===== config.mk =====
export PLATFORM = sky130hd
export DESIGN_NAME = decode_top
export DESIGN_NICKNAME = d
export VERILOG_FILES = /design/src/source/decode_pkg.sv /design/src/source/decode_top.sv /design/src/source/rv_op_decode.sv /design/src/source/rv_ctrl_decode.sv /design/src/source/rv_imm_gen.sv
export VERILOG_INCLUDE_DIRS = /design/src /design/src/source
export SDC_FILE = /design/constraint.sdc
export NUM_CORES = 1
export LEC_CHECK = 0
export ABC_CLOCK_PERIOD_IN_PS = 12400
export BUFFER_PORTS_ARGS = -buffer_cell sky130_fd_sc_hd__buf_2
export CORE_MARGIN = 5
export CORE_UTILIZATION = 60
export CTS_CLUSTER_DIAMETER = 120
export DETAILED_ROUTE_END_ITERATION = 8
export PLACE_DENSITY = 0.93
export SYNTH_ARGS = -nofsm -noshare
export SYNTH_HDL_FRONTEND = slang
export SYNTH_HIERARCHICAL = 1
export SYNTH_SLANG_ARGS = --single-unit

===== constraint.sdc =====
create_clock -name clk -period 12.4 [get_ports clk]
set_input_delay 2.48 -clock clk [delete_from_list [all_inputs] [get_ports clk]]
set_output_delay 2.48 -clock clk [all_outputs]
set_load 0.03 [all_outputs]

===== src/source/decode_config.svh =====
`ifndef DECODE_CONFIG_SVH
`define DECODE_CONFIG_SVH

// machine word and register index widths
`define DEC_XLEN     64
`define DEC_LG_PRF   6

// low part of a predicted jump target kept in uop imm
`define DEC_IMM_W    16

// link registers for call and return detection
`define DEC_LINK_RA  1
`define DEC_LINK_T0  5

`endif

===== src/source/decode_pkg.sv =====
`include "decode_config.svh"

package decode_pkg;

   typedef logic [`DEC_XLEN-1:0]   xlen_t;
   typedef logic [`DEC_LG_PRF-1:0] prf_idx_t;

   typedef struct packed {
      logic [6:0] funct7;
      logic [4:0] rs2;
      logic [4:0] rs1;
      logic [2:0] funct3;
      logic [4:0] rd;
      logic [6:0] opcode;
   } insn_r_t;

   typedef struct packed {
      logic [11:0] imm_11_0;
      logic [4:0]  rs1;
      logic [2:0]  funct3;
      logic [4:0]  rd;
      logic [6:0]  opcode;
   } insn_i_t;

   typedef struct packed {
      logic [6:0] imm_11_5;
      logic [4:0] rs2;
      logic [4:0] rs1;
      logic [2:0] funct3;
      logic [4:0] imm_4_0;
      logic [6:0] opcode;
   } insn_s_t;

   typedef struct packed {
      logic       imm_12;
      logic [5:0] imm_10_5;
      logic [4:0] rs2;
      logic [4:0] rs1;
      logic [2:0] funct3;
      logic [3:0] imm_4_1;
      logic       imm_11;
      logic [6:0] opcode;
   } insn_b_t;

   typedef struct packed {
      logic [19:0] imm_31_12;
      logic [4:0]  rd;
      logic [6:0]  opcode;
   } insn_u_t;

   typedef struct packed {
      logic       imm_20;
      logic [9:0] imm_10_1;
      logic       imm_11;
      logic [7:0] imm_19_12;
      logic [4:0] rd;
      logic [6:0] opcode;
   } insn_j_t;

   typedef union packed {
      insn_r_t r;
      insn_i_t i;
      insn_s_t s;
      insn_b_t b;
      insn_u_t u;
      insn_j_t j;
   } insn_u;

   typedef enum logic [6:0] {
      OPC_LOAD     = 7'h03,
      OPC_MISC_MEM = 7'h0f,
      OPC_OP_IMM   = 7'h13,
      OPC_AUIPC    = 7'h17,
      OPC_STORE    = 7'h23,
      OPC_OP       = 7'h33,
      OPC_LUI      = 7'h37,
      OPC_BRANCH   = 7'h63,
      OPC_JALR     = 7'h67,
      OPC_JAL      = 7'h6f
   } rv_opcode_e;

   typedef enum logic [6:0] {
      NOP, II, FETCH_PF,
      LB, LH, LW, LD, LBU, LHU, LWU,
      SB, SH, SW, SD,
      ADDI, SLLI, SLTI, SLTIU, XORI, SRLI, SRAI, ORI, ANDI,
      ADDU, SUBU, SLL, SLT, SLTU, XOR, SRL, SRA, OR, AND,
      MUL, MULH, MULHU, DIV, DIVU, REM, REMU,
      LUI, AUIPC,
      BEQ, BNE, BLT, BGE, BLTU, BGEU,
      J, JAL, JR, JALR, RET
   } uop_op_e;

   typedef enum logic [2:0] {
      IMM_NONE, IMM_I, IMM_S, IMM_U, IMM_PC_U, IMM_PC_B, IMM_PC_J
   } imm_fmt_e;

   typedef struct packed {
      insn_u insn;
      xlen_t pc;
      logic  page_fault;
      logic  pred;
      xlen_t pred_target;
   } fetch_t;

   typedef struct packed {
      uop_op_e                        op;
      prf_idx_t                       src_a;
      prf_idx_t                       src_b;
      prf_idx_t                       dst;
      logic                           src_a_valid;
      logic                           src_b_valid;
      logic                           dst_valid;
      xlen_t                          rvimm;
      logic [`DEC_IMM_W-1:0]          imm;
      logic [`DEC_XLEN-`DEC_IMM_W-1:0] jmp_imm;
      xlen_t                          pc;
      logic                           br_pred;
      logic                           is_br;
      logic                           is_int;
      logic                           is_cheap_int;
      logic                           is_mem;
      logic                           is_store;
   } uop_t;

endpackage


===== src/source/decode_top.sv =====
`timescale 1ns/10ps

module decode_top (
   input  logic               clk,
   input  logic               rst_n,
   input  logic               fetch_valid,
   input  decode_pkg::fetch_t fetch,
   output logic               uop_valid,
   output decode_pkg::uop_t   uop
);

   decode_pkg::uop_t     dec_uop;
   decode_pkg::uop_t     next_uop;
   decode_pkg::imm_fmt_e imm_fmt;
   decode_pkg::xlen_t    rvimm;

   rv_op_decode u_op_decode (
      .fetch   (fetch),
      .dec_uop (dec_uop),
      .imm_fmt (imm_fmt)
   );

   rv_imm_gen u_imm_gen (
      .insn    (fetch.insn),
      .pc      (fetch.pc),
      .imm_fmt (imm_fmt),
      .rvimm   (rvimm)
   );

   always_comb
   begin
      next_uop = dec_uop;
      next_uop.rvimm = rvimm; // immediate or branch target
   end

   always_ff @(posedge clk)
   begin
      if (!rst_n)
         uop_valid <= 1'b0;
      else
         uop_valid <= fetch_valid;
   end

   // payload loads only on a strobe
   always_ff @(posedge clk)
   begin
      if (fetch_valid)
         uop <= next_uop;
   end

endmodule


===== src/source/rv_op_decode.sv =====
`timescale 1ns/10ps
`include "decode_config.svh"

module rv_op_decode (
   input  decode_pkg::fetch_t   fetch,
   output decode_pkg::uop_t     dec_uop,
   output decode_pkg::imm_fmt_e imm_fmt
);

   decode_pkg::prf_idx_t rd;
   decode_pkg::prf_idx_t rs1;
   decode_pkg::prf_idx_t rs2;
   decode_pkg::uop_op_e  alu_op;
   decode_pkg::uop_t     def_uop;
   decode_pkg::uop_t     ctrl_uop;
   logic                 ctrl_hit;

   assign rd  = {{(`DEC_LG_PRF-5){1'b0}}, fetch.insn.r.rd};
   assign rs1 = {{(`DEC_LG_PRF-5){1'b0}}, fetch.insn.r.rs1};
   assign rs2 = {{(`DEC_LG_PRF-5){1'b0}}, fetch.insn.r.rs2};

   rv_ctrl_decode u_ctrl_decode (
      .insn        (fetch.insn),
      .pred        (fetch.pred),
      .pred_target (fetch.pred_target),
      .ctrl_hit    (ctrl_hit),
      .ctrl_uop    (ctrl_uop)
   );

   always_comb
   begin
      def_uop = '0;
      def_uop.op = fetch.page_fault ? decode_pkg::FETCH_PF : decode_pkg::II;
      def_uop.pc = fetch.pc;
   end

   always_comb
   begin
      dec_uop = def_uop;
      imm_fmt = decode_pkg::IMM_NONE;
      alu_op = decode_pkg::II;
      if (fetch.page_fault)
         dec_uop = def_uop; // word is not trusted
      else if (ctrl_hit)
      begin
         dec_uop = ctrl_uop;
         dec_uop.pc = fetch.pc;
         case (ctrl_uop.op)
            decode_pkg::J,
            decode_pkg::JAL:  imm_fmt = decode_pkg::IMM_PC_J;
            decode_pkg::JR,
            decode_pkg::JALR,
            decode_pkg::RET:  imm_fmt = decode_pkg::IMM_I;
            default:          imm_fmt = decode_pkg::IMM_PC_B;
         endcase
      end
      else
      begin
         case (fetch.insn.r.opcode)
            decode_pkg::OPC_LOAD:
            begin
               dec_uop.dst = rd;
               dec_uop.dst_valid = (rd != '0);
               dec_uop.src_a = rs1;
               dec_uop.src_a_valid = 1'b1;
               dec_uop.is_mem = 1'b1;
               imm_fmt = decode_pkg::IMM_I;
               case (fetch.insn.i.funct3)
                  3'd0: dec_uop.op = decode_pkg::LB;
                  3'd1: dec_uop.op = decode_pkg::LH;
                  3'd2: dec_uop.op = decode_pkg::LW;
                  3'd3: dec_uop.op = decode_pkg::LD;
                  3'd4: dec_uop.op = decode_pkg::LBU;
                  3'd5: dec_uop.op = decode_pkg::LHU;
                  3'd6: dec_uop.op = decode_pkg::LWU;
                  default: ;
               endcase
            end
            decode_pkg::OPC_STORE:
            begin
               dec_uop.src_a = rs1;
               dec_uop.src_b = rs2;
               dec_uop.src_a_valid = 1'b1;
               dec_uop.src_b_valid = 1'b1;
               dec_uop.is_mem = 1'b1;
               dec_uop.is_store = 1'b1;
               imm_fmt = decode_pkg::IMM_S;
               case (fetch.insn.s.funct3)
                  3'd0: dec_uop.op = decode_pkg::SB;
                  3'd1: dec_uop.op = decode_pkg::SH;
                  3'd2: dec_uop.op = decode_pkg::SW;
                  3'd3: dec_uop.op = decode_pkg::SD;
                  default: ;
               endcase
            end
            decode_pkg::OPC_OP_IMM:
            begin
               dec_uop.dst = rd;
               dec_uop.src_a = rs1;
               dec_uop.dst_valid = (rd != '0);
               dec_uop.src_a_valid = (rd != '0);
               dec_uop.is_int = 1'b1;
               dec_uop.is_cheap_int = 1'b1;
               imm_fmt = decode_pkg::IMM_I;
               case (fetch.insn.i.funct3)
                  3'd0: alu_op = decode_pkg::ADDI;
                  3'd1: alu_op = decode_pkg::SLLI;
                  3'd2: alu_op = decode_pkg::SLTI;
                  3'd3: alu_op = decode_pkg::SLTIU;
                  3'd4: alu_op = decode_pkg::XORI;
                  3'd5:
                  begin
                     if (fetch.insn.r.funct7[6:1] == 6'h00)
                        alu_op = decode_pkg::SRLI;
                     else if (fetch.insn.r.funct7[6:1] == 6'h10)
                        alu_op = decode_pkg::SRAI;
                  end
                  3'd6: alu_op = decode_pkg::ORI;
                  3'd7: alu_op = decode_pkg::ANDI;
               endcase
               dec_uop.op = (alu_op != decode_pkg::II && rd == '0) ? decode_pkg::NOP : alu_op;
            end
            decode_pkg::OPC_OP:
            begin
               dec_uop.dst = rd;
               dec_uop.src_a = rs1;
               dec_uop.src_b = rs2;
               dec_uop.dst_valid = (rd != '0);
               dec_uop.src_a_valid = 1'b1;
               dec_uop.src_b_valid = 1'b1;
               dec_uop.is_int = 1'b1;
               dec_uop.is_cheap_int = (fetch.insn.r.funct7 != 7'h01); // mul/div are slow
               case ({fetch.insn.r.funct7, fetch.insn.r.funct3})
                  {7'h00, 3'd0}: alu_op = decode_pkg::ADDU;
                  {7'h01, 3'd0}: alu_op = decode_pkg::MUL;
                  {7'h20, 3'd0}: alu_op = decode_pkg::SUBU;
                  {7'h00, 3'd1}: alu_op = decode_pkg::SLL;
                  {7'h01, 3'd1}: alu_op = decode_pkg::MULH;
                  {7'h00, 3'd2}: alu_op = decode_pkg::SLT;
                  {7'h00, 3'd3}: alu_op = decode_pkg::SLTU;
                  {7'h01, 3'd3}: alu_op = decode_pkg::MULHU;
                  {7'h00, 3'd4}: alu_op = decode_pkg::XOR;
                  {7'h01, 3'd4}: alu_op = decode_pkg::DIV;
                  {7'h00, 3'd5}: alu_op = decode_pkg::SRL;
                  {7'h01, 3'd5}: alu_op = decode_pkg::DIVU;
                  {7'h20, 3'd5}: alu_op = decode_pkg::SRA;
                  {7'h00, 3'd6}: alu_op = decode_pkg::OR;
                  {7'h01, 3'd6}: alu_op = decode_pkg::REM;
                  {7'h00, 3'd7}: alu_op = decode_pkg::AND;
                  {7'h01, 3'd7}: alu_op = decode_pkg::REMU;
                  default: ;
               endcase
               dec_uop.op = (alu_op != decode_pkg::II && rd == '0) ? decode_pkg::NOP : alu_op;
            end
            decode_pkg::OPC_LUI,
            decode_pkg::OPC_AUIPC:
            begin
               dec_uop.dst = rd;
               dec_uop.dst_valid = (rd != '0);
               dec_uop.is_int = 1'b1;
               dec_uop.is_cheap_int = 1'b1;
               if (fetch.insn.r.opcode == decode_pkg::OPC_LUI)
               begin
                  alu_op = decode_pkg::LUI;
                  imm_fmt = decode_pkg::IMM_U;
               end
               else
               begin
                  alu_op = decode_pkg::AUIPC;
                  imm_fmt = decode_pkg::IMM_PC_U;
               end
               dec_uop.op = (rd == '0) ? decode_pkg::NOP : alu_op;
            end
            decode_pkg::OPC_MISC_MEM:
               dec_uop.op = decode_pkg::NOP; // fence needs nothing in order
            default: ;
         endcase
      end
      // unused funct codes fall back to a bare II
      if (dec_uop.op == decode_pkg::II)
      begin
         dec_uop = def_uop;
         imm_fmt = decode_pkg::IMM_NONE;
      end
   end

endmodule


===== src/source/rv_ctrl_decode.sv =====
`timescale 1ns/10ps
`include "decode_config.svh"

module rv_ctrl_decode (
   input  decode_pkg::insn_u  insn,
   input  logic               pred,
   input  decode_pkg::xlen_t  pred_target,
   output logic               ctrl_hit,
   output decode_pkg::uop_t   ctrl_uop
);

   decode_pkg::prf_idx_t rd;
   decode_pkg::prf_idx_t rs1;
   decode_pkg::prf_idx_t rs2;
   logic                 rs1_is_link;

   assign rd  = {{(`DEC_LG_PRF-5){1'b0}}, insn.r.rd};
   assign rs1 = {{(`DEC_LG_PRF-5){1'b0}}, insn.r.rs1};
   assign rs2 = {{(`DEC_LG_PRF-5){1'b0}}, insn.r.rs2};

   assign rs1_is_link = (rs1 == `DEC_LINK_RA) || (rs1 == `DEC_LINK_T0);

   always_comb
   begin
      ctrl_hit = 1'b0;
      ctrl_uop = '0;
      ctrl_uop.op = decode_pkg::II;
      case (insn.r.opcode)
         decode_pkg::OPC_BRANCH:
         begin
            ctrl_hit = 1'b1;
            ctrl_uop.src_a = rs1;
            ctrl_uop.src_b = rs2;
            ctrl_uop.src_a_valid = 1'b1;
            ctrl_uop.src_b_valid = 1'b1;
            ctrl_uop.br_pred = pred; // follows the predictor
            ctrl_uop.is_br = 1'b1;
            ctrl_uop.is_int = 1'b1;
            ctrl_uop.is_cheap_int = 1'b1;
            case (insn.b.funct3)
               3'd0: ctrl_uop.op = decode_pkg::BEQ;
               3'd1: ctrl_uop.op = decode_pkg::BNE;
               3'd4: ctrl_uop.op = decode_pkg::BLT;
               3'd5: ctrl_uop.op = decode_pkg::BGE;
               3'd6: ctrl_uop.op = decode_pkg::BLTU;
               3'd7: ctrl_uop.op = decode_pkg::BGEU;
               default: ;
            endcase
         end
         decode_pkg::OPC_JAL:
         begin
            ctrl_hit = 1'b1;
            ctrl_uop.br_pred = 1'b1;
            ctrl_uop.is_br = 1'b1;
            ctrl_uop.is_int = 1'b1;
            if (rd != '0)
            begin
               ctrl_uop.op = decode_pkg::JAL;
               ctrl_uop.dst = rd;
               ctrl_uop.dst_valid = 1'b1;
               ctrl_uop.is_cheap_int = 1'b1;
            end
            else
               ctrl_uop.op = decode_pkg::J;
         end
         decode_pkg::OPC_JALR:
         begin
            ctrl_hit = 1'b1;
            ctrl_uop.src_a = rs1;
            ctrl_uop.src_a_valid = 1'b1;
            ctrl_uop.br_pred = 1'b1;
            ctrl_uop.is_br = 1'b1;
            ctrl_uop.is_int = 1'b1;
            ctrl_uop.is_cheap_int = 1'b1;
            ctrl_uop.imm = pred_target[`DEC_IMM_W-1:0]; // predicted target, low part
            ctrl_uop.jmp_imm = pred_target[`DEC_XLEN-1:`DEC_IMM_W];
            if (rd != '0)
            begin
               ctrl_uop.op = decode_pkg::JALR;
               ctrl_uop.dst = rd;
               ctrl_uop.dst_valid = 1'b1;
            end
            else
               ctrl_uop.op = rs1_is_link ? decode_pkg::RET : decode_pkg::JR;
         end
         default: ;
      endcase
   end

endmodule


===== src/source/rv_imm_gen.sv =====
`timescale 1ns/10ps
`include "decode_config.svh"

module rv_imm_gen (
   input  decode_pkg::insn_u    insn,
   input  decode_pkg::xlen_t    pc,
   input  decode_pkg::imm_fmt_e imm_fmt,
   output decode_pkg::xlen_t    rvimm
);

   decode_pkg::xlen_t imm;
   logic              sign;
   logic              pc_rel;

   assign sign = insn.r.funct7[6]; // insn[31] in every format

   always_comb
   begin
      case (imm_fmt)
         decode_pkg::IMM_I:
            imm = {{(`DEC_XLEN-12){sign}}, insn.i.imm_11_0};
         decode_pkg::IMM_S:
            imm = {{(`DEC_XLEN-12){sign}}, insn.s.imm_11_5, insn.s.imm_4_0};
         decode_pkg::IMM_U,
         decode_pkg::IMM_PC_U:
            imm = {{(`DEC_XLEN-32){sign}}, insn.u.imm_31_12, 12'd0};
         decode_pkg::IMM_PC_B:
            imm = {{(`DEC_XLEN-13){sign}},
                   insn.b.imm_12,
                   insn.b.imm_11,
                   insn.b.imm_10_5,
                   insn.b.imm_4_1,
                   1'b0};
         decode_pkg::IMM_PC_J:
            imm = {{(`DEC_XLEN-21){sign}},
                   insn.j.imm_20,
                   insn.j.imm_19_12,
                   insn.j.imm_11,
                   insn.j.imm_10_1,
                   1'b0};
         default:
            imm = '0;
      endcase
   end

   assign pc_rel = (imm_fmt == decode_pkg::IMM_PC_U) ||
                   (imm_fmt == decode_pkg::IMM_PC_B) ||
                   (imm_fmt == decode_pkg::IMM_PC_J);

   // full 64 bit sum, no truncation
   assign rvimm = pc_rel ? (pc + imm) : imm;

endmodule


Word-level counts from Yosys, hierarchy flattened
Cells that the tools add are included.
- input port bits: 165
- word-level logic and storage cells: 156
- register bits: 227
- bitwise gates (word level): 2
- eq/ne operators: 51
- muxes and demuxes: 56
- reductions and logical operators: 28
- add/sub/neg operators: 1
- operators with widths (operator ; count):
    $mux W226 ; 2
    $pmux W64 S5 ; 1
    $mux W130 ; 1
    $mux W64 ; 2
    $pmux W6 S17 ; 1
    $eq A10 B4 Y1 const B ; 7
    $add A64 B64 Y64 ; 1
    $eq A7 B6 Y1 const B ; 8
    $mux W7 ; 8
    $pmux W7 S8 ; 1
    $pmux W7 S7 ; 1
    $pmux W7 S6 ; 1
    $eq A10 B3 Y1 const B ; 4
    $mux W5 ; 8
    $pmux W6 S6 ; 1
    $mux W28 ; 1
    $pmux W7 S4 ; 1
    $eq A3 B3 Y1 const B ; 7
    $eq A7 B7 Y1 const B ; 3
    $ne A7 B1 Y1 const B ; 3
    $pmux W7 S3 ; 1
    $eq A10 B2 Y1 const B ; 2
    $eq A10 B9 Y1 const B ; 2
    $mux W3 ; 6
    30 further kinds ; 65

Depth between registers and ports, before layout
Gate-level depths: netlist of run 1.
- depth in word-level cells: 20
- depth in mapped cells: 28
- gate-level depth less buffers: 23

Modules after synthesis
Netlist of run 1, hierarchy kept.
- by module, submodules not included (module ; area an instance (sq um) ; seq. area each (sq um) ; instances ; cells an instance):
    decode_top ; 6812.8 ; 6806.5 ; 1 ; 228
    rv_imm_gen ; 4987.3 ; 0.0 ; 1 ; 797
    rv_op_decode ; 3921.3 ; 0.0 ; 1 ; 606
    rv_ctrl_decode ; 1757.9 ; 0.0 ; 1 ; 256

Least setup slack after synthesis of run 1
OpenSTA, ideal clock, no wires.
- path kind: in2reg
- from: in fetch[137] (netlist name)
- to: reg uop[189] (netlist name) (data pin)
- data arrival time: 8.145 ns
- buffers on the path: 3
- setup slack: 3.994 ns
- data required time: 12.139 ns
- stages: 22
- library setup time: 0.261 ns
- cells stage by stage: or4_4 or4_4 a21boi_1 inv_1 a221oi_4 nor3_4 buf_6 a211oi_1 nor2b_1 or2_2 clkbuf_1 o21a_1 ha_1 clkbuf_1 a21oi_1 o21ai_0 a311o_1 a21oi_1 o31ai_2 a211oi_2 o21ai_1 a221o_1
- RTL lines (what ; line ; text):
    start, declared ; decode_top.sv:7 ; input decode_pkg::fetch_t fetch,
    end signal, assigned ; decode_top.sv:48 ; uop <= next_uop;
    end, declared ; decode_top.sv:9 ; output decode_pkg::uop_t uop

==> results of run 1 <==
## worst min path at each step
stage / start / end / slack [ns] / depth (start not counted)
final: fetch[110] / uop[50] / 2.13 / 1
after global placement: fetch[66] / uop[6] / 2.68 / 1
after global routing: fetch[110] / uop[50] / 2.11 / 1
after CTS: fetch[126] / uop[66] / 2.12 / 1
after detailed placement: fetch[66] / uop[6] / 2.68 / 1
after floorplan: fetch_valid / uop[0] / 2.59 / 0
## area by class of cell
| type | count | area, µm² |
|---|---|---|
| Tap cell | 335 | 419 |
| Fill cell | 1962 | 8120 |
| Clock buffer | 30 | 644 |
| Multi-Input combinational cell | 1176 | 7520 |
| Timing Repair Buffer | 402 | 2050 |
| Inverter | 25 | 93.8 |
| Sequential cell | 227 | 6810 |
| Clock inverter | 15 | 106 |
## power groups by stage
stage / clock network [mW] / registers, mW / logic [mW]
after CTS: 0.699 / 0.909 / 0.348
after floorplan: 0 / 1.02 / 0.137
after detailed placement: 0 / 0.924 / 0.346
after global placement: 0 / 0.922 / 0.343
after global routing: 0.732 / 0.912 / 0.371
final: 0.687 / 0.908 / 0.351
## state kept, by name, summed over array words and instances, names as in the netlist
name       count
uop          226
uop_valid      1
## metrics by stage
| step | worst slack (ns) | instances | instance area [µm²] |
|---|---|---|---|
| after CTS | 3.03 | 2210 | 17600 |
| after floorplan | 3.99 | 1619 | 15600 |
| after global routing | 2.40 | 2210 | 17600 |
| after global placement | 2.72 | 2165 | 16900 |
| after detailed placement | 2.55 | 2165 | 16900 |
| final | 2.81 | 2210 | 17600 |
## cell usage in the layout, fill, tap and decap left out, drive strengths merged, types with 33 or more instances in the layout
| cell type | n |
|---|---|
| a21oi | 205 |
| and2 | 86 |
| edfxtp | 226 |
| buf | 402 |
| xnor2 | 34 |
| o21ai | 92 |
| nand2 | 194 |
| nor2 | 80 |
| ha | 63 |
| a21o | 55 |
| nand4 | 33 |
## routing by layer
metal / part of all wire (%) / GRT usage, % / wire length (µm)
met5: 0.028 / 0 / 13
met2: 48 / 52.1 / 22800
met4: 4.5 / 12.5 / 2100
met3: 8.6 / 5.29 / 4030
met1: 39 / 38.3 / 18200
==> results.yml, run 1 <==
timing:
  worst_pin_slew_ns: 1.16
  fin_crit_sh_pct: 77.3
  max_freq_mhz: 104
  rsz0062_at_grt: "false"
  slew_violations: 0
  fin_setup_tns_ns: 0
  whs_ns: 2.13
  hold_violations: 0
  fin_crit_ns: 9.59
  setup-violations-final: 0
  slew_headroom_pct: 22.5
global_routing:
  grt_pass1_wl_um: 70800
  antenna_found_initial: 1
  grt-ovfl-total: 0
  grt_pass1_vias: 13100
  grt_max_degree: 85
  grt_use_total_pct: 30.4
worst_setup_path:
  cp.arrival_ns: 9.82
  crit_fanout: 35
  critPathBufInv: 3
  critPathRequiredTime_ns: 12.64
  critPathMaxStageDelay_ns: 0.92
  path_class: "in2reg"
  critPathTopFamily: "compound AO/OA/AOI/OAI gates"
  cp-end-kind: "register"
  start_kind: "primary input"
  crit_chain: "buf_2, nand4b_1, nor4_2, nor2b_1, inv_1, a21oi_1, nand3_1, o21ai_1, nor3_4, a211oi_2, nand2b_1, o22ai_1, o21a_1, buf_4, ha_1, a21oi_1, o21ai_0, a221oi_1, nand3_1, a221oi_1, nor2_1, a21oi_1, xor2_1, o21ai_0"
  startpoint: "fetch[134]"
  cpMostUsedCell: "a21oi_1"
  cpMaxStageDelayCell: "a211oi_2"
  crit_path_end: "uop[188]"
  cp_num_cells: 24
drt:
  wl_per_cell_um: 21.3
  drt-total-wl_um: 47100
  vias_per_cell: 6.20
  drc: 0
  drt-pass1-iter-count: 5
  ant_nets: 0
  vias: 13700
  drt_iter0_drc: 1524
clock_tree:
  path_clk_slew_ns: 0.06
  post-cts-setup-buffer-count: 0
  htreeDepth: 1
  numCtsBuffers: 25
  cts_root_buffer: "clkbuf_16"
  cts_resized: 0
  numClockSinks: 227
  cts_tree: "done"
  cts_buffer_depth: 3
  postCtsHoldBufs: 0
die:
  die_area_mm2: 0.0292
  pin_count: 392
  start_util_pct: 60.3
  core-area_mm2: 0.0258
  die_w_um: 171
  die_y_um: 171
  rows: 59
power_and_ir_drop:
  switching_share_pct: 29.9
  power_frac_clock_pct: 35.3
  p_total_mw: 1.95
  power.internal_mw: 1.36
  power_leakage_nw: 7.35
  ir_drop_mv: 0.113
  power.density_mw_per_mm2: 110
  switchingPower_uw: 581
  combPwrFrac_pct: 18.0
  p_seq_share_pct: 46.7
outcome:
  outcome: "finished, final reports clean"
synth:
  yosys_warnings: 6
  netlist_area_mm2: 0.0155
  synth_cells: 1614
  syn_area_per_cell_um2: 9.63
placement:
  io_buffers: 391
  gp_congestion: 0.981
  place_hpwl_um: 35000
min_path:
  worst_hold_path_type: "in2reg"
finish:
  area_delta_synth_final_pct: 13.5
  fin_util_pct: 68.5
  nNetsFinal: 2086
  antenna_cells: 0
  drive_above_1_share_pct: 28.6
run:
  drv_cap: 0
Power figures use the tool's default switching activity.
==> inputs of run 2 (changes only) <==
ABC_CLOCK_PERIOD_IN_PS = 8000   (was 12400)
CORE_UTILIZATION = 51   (was 60)
PLACE_DENSITY = 0.85   (was 0.93)
clock period = 8 ns   (was 12.4 ns; I/O delays follow)
==> run 2 against run 1 <==
Against the previous run: utilization decreased by 9.1 points; total power increased by 55%; critical path depth decreased by 2; sequential share of layout area decreased by 0.78 points; flip-flop and latch count unchanged; critical path type unchanged; critical endpoint is now uop[176]; largest cell class unchanged.
==> results.yml, run 2 (synthesized netlist as in run 1, its figures left out) <==
outcome:
  outcome: "finished, final reports clean"
die:
  die_y_um: 185
  die_w_um: 185
  pin_count: 392
  rows: 64
  core-area_mm2: 0.0303
  die_area_mm2: 0.0341
  start_util_pct: 51.2
finish:
  layout.cells.non_filler: 2308
  nNetsFinal: 2122
  fin_util_pct: 59.3
  top_register: "uop"
  final_common_cell: "buf_2"
  final_cell_area_mm2: 0.0180
  top_regs: "uop (226), uop_valid (1)"
  drive_above_1_share_pct: 30.0
  nFillCells: 2551
  largest_reg_flops: 226
  area_delta_synth_final_pct: 15.9
  final_cell_mix: "390 x buf_2, 226 x edfxtp_1, 192 x nand2_1"
clock_tree:
  htreeDepth: 1
  postCtsHoldBufs: 0
  cts_resized: 0
  cts_buffer_depth: 3
  cts_tree: "done"
  numClockSinks: 227
  numCtsBuffers: 26
  cts_root_buffer: "clkbuf_16"
  post-cts-setup-buffer-count: 0
  path_clk_slew_ns: 0.06
worst_setup_path:
  critPathBufInv: 2
  critPathTopFamily: "compound AO/OA/AOI/OAI gates"
  cp.arrival_ns: 7.90
  path_class: "in2reg"
  crit_chain: "buf_2, or4_4, or4_4, a21boi_1, inv_1, a221oi_4, nor3_4, a211oi_1, nor2b_1, nor2b_1, o21a_1, a21o_1, ha_1, nand2_1, o21ai_0, o32ai_1, a21oi_1, a31oi_1, o31ai_1, a31oi_1, xnor2_1, o21ai_0"
  crit_fanout: 8
  cpMaxStageDelayCell: "o31ai_1"
  critPathMaxStageDelay_ns: 0.66
  start_kind: "primary input"
  cp-end-kind: "register"
  critPathRequiredTime_ns: 8.26
drt:
  vias_per_cell: 5.88
  wl_per_cell_um: 20.8
  drt-total-wl_um: 48000
  drt-pass1-iter-count: 8
  drt_iter0_drc: 1302
  drc: 0
  vias: 13600
  ant_nets: 0
power_and_ir_drop:
  ir_drop_mv: 0.152
  power.density_mw_per_mm2: 168
  power_leakage_nw: 7.54
  p_total_mw: 3.02
timing:
  setup_ws_ns: 0.355
  worst_pin_slew_ns: 1.25
  setup-violations-final: 0
  fin_crit_sh_pct: 95.6
  max_freq_mhz: 131
  hold_violations: 0
  fin_crit_ns: 7.65
  slew_headroom_pct: 16.4
  slew_violations: 0
min_path:
  min-delay-start: "fetch[123]"
  worst_hold_path_type: "in2reg"
  whs_path_depth: 1
  min_to: "uop[63]"
placement:
  placed_area_mm2: 0.0172
  io_buffers: 391
  place_inst: 2261
  pre_cts_slack_ns: -0.187
  place_hpwl_um: 36300
  gp_congestion: 1.02
run:
  drv_cap: 0
global_routing:
  antenna_found_initial: 3
  grt_max_degree: 109
  grt_pass1_wl_um: 73000
  grt_use_total_pct: 26.8
  grt-ovfl-total: 0
  grt_pass1_vias: 13000
==> run 2: stage by stage <==
step / TNS [ns] / hold slack (ns)
global placement: -0.153 / 1.80
finish: 0 / 1.26
global route: -0.000346 / 1.23
detailed placement: -0.341 / 1.80
floorplan: 0 / 1.71
CTS: 0 / 1.23
==> run 2: cell type report <==
class	count	area (µm²)	share of cell area, %
multi-input combinational	1176	7530	41.8
sequential	227	6810	37.8
timing repair buffer	437	2320	12.9
clock buffer	32	673	3.74
tap	396	495	2.75
inverter	25	93.8	0.521
clock inverter	14	85.1	0.472
antenna	1	2.50	0.0139
==> run 2: layer usage <==
| layer | track usage [%] | routed length, µm | vias to the layer above |
|---|---|---|---|
| li1 | - | - | 6393 |
| met1 | 34.6 | 19200 | 6421 |
| met2 | 45.9 | 23100 | 658 |
| met3 | 4.64 | 4030 | 96 |
| met4 | 8.81 | 1660 | 4 |
| met5 | 0 | 40 | - |
==> run 2: worst max path at each step <==
stage / endpoint / start / slack [ns] / depth (start not counted)
2_1_floorplan: uop[189] / fetch[137] / 0.47 / 22
3_3_place_gp: uop[176] / fetch[146] / -0.10 / 22
3_5_place_dp: uop[176] / fetch[137] / -0.19 / 22
4_1_cts: uop[176] / fetch[137] / 0.36 / 22
5_1_grt: uop[176] / fetch[137] / -0.0003 / 22
6_report: uop[176] / fetch[137] / 0.35 / 22
==> run 2: report_power, final <==
part / leakage [nW] / switching, mW / total [mW] / internal (mW)
registers: 2.17 / 0.0216 / 1.41 / 1.39
clock network: 0.371 / 0.461 / 1.06 / 0.597
logic: 5.00 / 0.397 / 0.552 / 0.155
total: 7.54 / 0.880 / 3.02 / 2.14
==> inputs of run 3 (changes only) <==
CORE_UTILIZATION = 47   (was 51)
PLACE_DENSITY = 0.83   (was 0.85)
RECOVER_POWER = 25   (was unset)
SYNTH_HIERARCHICAL = unset   (was 1)
==> run 3 against run 2 <==
Against the previous run: the run now ends with capacitance limit, slew limit left; setup slack improved by 0.42 ns; sequential power about the same; routed wire length decreased by 16%; critical path depth decreased by 3; hold slack improved by 0.0041 ns; critical endpoint is now uop[196].
==> results.yml, run 3 <==
drt:
  drt-total-wl_um: 40300
  drc: 0
  vias_per_cell: 5.73
  wl_per_cell_um: 21.0
  vias: 11000
  drt_iter0_drc: 831
  ant_nets: 0
  drt-pass1-iter-count: 7
timing:
  whs_ns: 1.26
  worst_pin_slew_ns: 4.02
  fin_crit_ns: 7.23
  fin_setup_tns_ns: 0
  max_freq_mhz: 138
  setup-violations-final: 0
  hold_violations: 0
  slew_violations: 74
  fin_crit_sh_pct: 90.4
  slew_headroom_pct: -168
  rsz0062_at_grt: "false"
min_path:
  worst_hold_path_type: "in2reg"
  whs_path_depth: 1
synth:
  syn_area_per_cell_um2: 10.8
  synth_cells: 1196
  synth-edff-count: 222
  yosys_warnings: 0
  synthFlopType: "edfxtp_1"
  yosys.area.top_type: "edfxtp_1"
  synthDistinctLibCells: 70
  synth_top_cells_by_area: "edfxtp_1 52%, ha_1 6.1%, and2_1 4.5%"
  ys_seq_elements: 223
  yosysMostFrequentCell: "edfxtp_1"
  netlist_area_mm2: 0.0129
  async_flop_share_pct: 0
  synthTopCellsByCount: "222 x edfxtp_1, 105 x a21oi_1, 93 x and2_1"
  synth_top_area_share_pct: 51.8
  synth-seq-area-share_pct: 52.0
power_and_ir_drop:
  switching_share_pct: 28.5
  power.density_mw_per_mm2: 193
  power_frac_clock_pct: 38.5
  ir_drop_mv: 0.165
  p_total_mw: 3.04
  p_seq_share_pct: 45.4
  combPwrFrac_pct: 16.0
  power_leakage_nw: 6.67
  switchingPower_uw: 866
  power.internal_mw: 2.18
die:
  start_util_pct: 47.7
  die_w_um: 175
  pin_count: 392
  core-area_mm2: 0.0270
  die_y_um: 175
  die_area_mm2: 0.0308
  rows: 60
finish:
  nFillCells: 2283
  nNetsFinal: 1790
  top_register: "uop"
  drive_above_1_share_pct: 23.7
  top_regs: "uop (222), uop_valid (1)"
  final_common_cell: "buf_2"
  ff_latch_area_mm2: 0.00669
  largest_reg_flops: 222
  final_cell_area_mm2: 0.0157
  area_delta_synth_final_pct: 22.4
  final_cell_mix: "292 x buf_2, 222 x edfxtp_1, 105 x a21oi_1"
  multi_input_area_mm2: 0.00578
clock_tree:
  numClockSinks: 223
  cts_resized: 0
  numCtsBuffers: 25
  post-cts-setup-buffer-count: 0
  cts_root_buffer: "clkbuf_16"
  path_clk_slew_ns: 0.06
  cts_buffer_depth: 3
  cts_tree: "done"
  htreeDepth: 1
  postCtsHoldBufs: 0
global_routing:
  antenna_found_initial: 9
  grt_pass1_vias: 10500
  grt-ovfl-total: 0
  grt_pass1_wl_um: 60200
  grt_max_degree: 80
  grt_use_total_pct: 24.7
placement:
  placed_area_mm2: 0.0150
  io_buffers: 387
  gp_congestion: 0.927
  place_hpwl_um: 31100
outcome:
  outcome: "finished, violations left"
  violations: "capacitance limit, slew limit"
worst_setup_path:
  cp-end-kind: "register"
  crit_fanout: 19
  start_kind: "primary input"
  critPathRequiredTime_ns: 8.35
  path_class: "in2reg"
  cp.arrival_ns: 7.58
  critPathMaxStageDelay_ns: 0.64
  crit_chain: "buf_2, nand2_1, nor3_1, o21ai_0, a221o_1, and2_1, or2_2, nand2_1, a21oi_1, ha_1, nand4_1, or3_1, a2111oi_0, o211ai_1, a211o_1, a211oi_1, o21ai_0, and3b_1, o31ai_1"
  cpMaxStageDelayCell: "a2111oi_0"
run:
  drv_cap: 1
-- run 3: cell types whose count changed in the layout (fill, tap and decap cells not counted), moves of 15 or more --
cell	previous run	this run
a22oi_1	22	5
buf_2	390	292
buf_4	45	10
nand4_1	33	18
a21oi_1	146	105
clkbuf_1	6	97
nand2_1	192	92
a21oi_2	59	0
-- run 3: logic make-up after synthesis --
logic type | after synthesis | synth area share (%)
buffers and inverters | 89 | 3.21
XOR/XNOR | 62 | 4.22
AO/OA/AOI/OAI | 363 | 17.7
flip-flops | 223 | 52.0
AND/OR/NAND/NOR | 381 | 15.5
other | 1 | 0.0292
multiplexers | 13 | 1.14
adder cells (fa/ha/maj) | 64 | 6.29
-- run 3: metal layers --
metal	vias up	track usage [%]	wire, µm
met5	-	0	55
met4	8	10.3	2010
met3	110	5.62	3320
met2	509	42.4	19400
met1	5210	30.0	15600
li1	5193	-	-
-- run 3: area by class of cell --
cell class,instances,area share [%]
Tap cell,341,2.71
Antenna cell,4,0.0636
Sequential cell,223,42.5
Inverter,27,0.644
Clock buffer,27,4.02
Timing Repair Buffer,397,12.0
Clock inverter,18,1.29
Multi-Input combinational cell,887,36.7
-- run 3: stage by stage --
stage / instances / utilization [%] / setup WS, ns
2_1_floorplan: 1199 / - / 0.816
3_3_place_gp: 1875 / 55.7 / 0.402
3_5_place_dp: 1875 / 55.7 / 0.259
4_1_cts: 1920 / 58.8 / 0.815
5_1_grt: 1923 / 58.4 / 0.202
6_report: 1924 / 58.4 / 0.772
-- run 3: path summary, 6_finish.rpt --
path       start  endpoint  slack (ns)
max   fetch[135]  uop[196]        0.77
min   fetch[120]   uop[60]        1.26
-- run 3: worst max-delay path, delay by kind of cell --
family / cells / cell delay [ns]
compound gates: 9 / 3.05
fa+ha+maj: 1 / 0.46
buf+inv: 1 / 0.29
simple gates: 8 / 2.17
-- run 3: power groups by stage --
stage	Clock [mW]	Combinational, mW	Sequential, mW
after CTS	1.20	0.495	1.38
after global placement	0	0.489	1.40
after global routing	1.25	0.518	1.39
after detailed placement	0	0.493	1.41
final	1.17	0.487	1.38
after floorplan	0	0.144	1.56
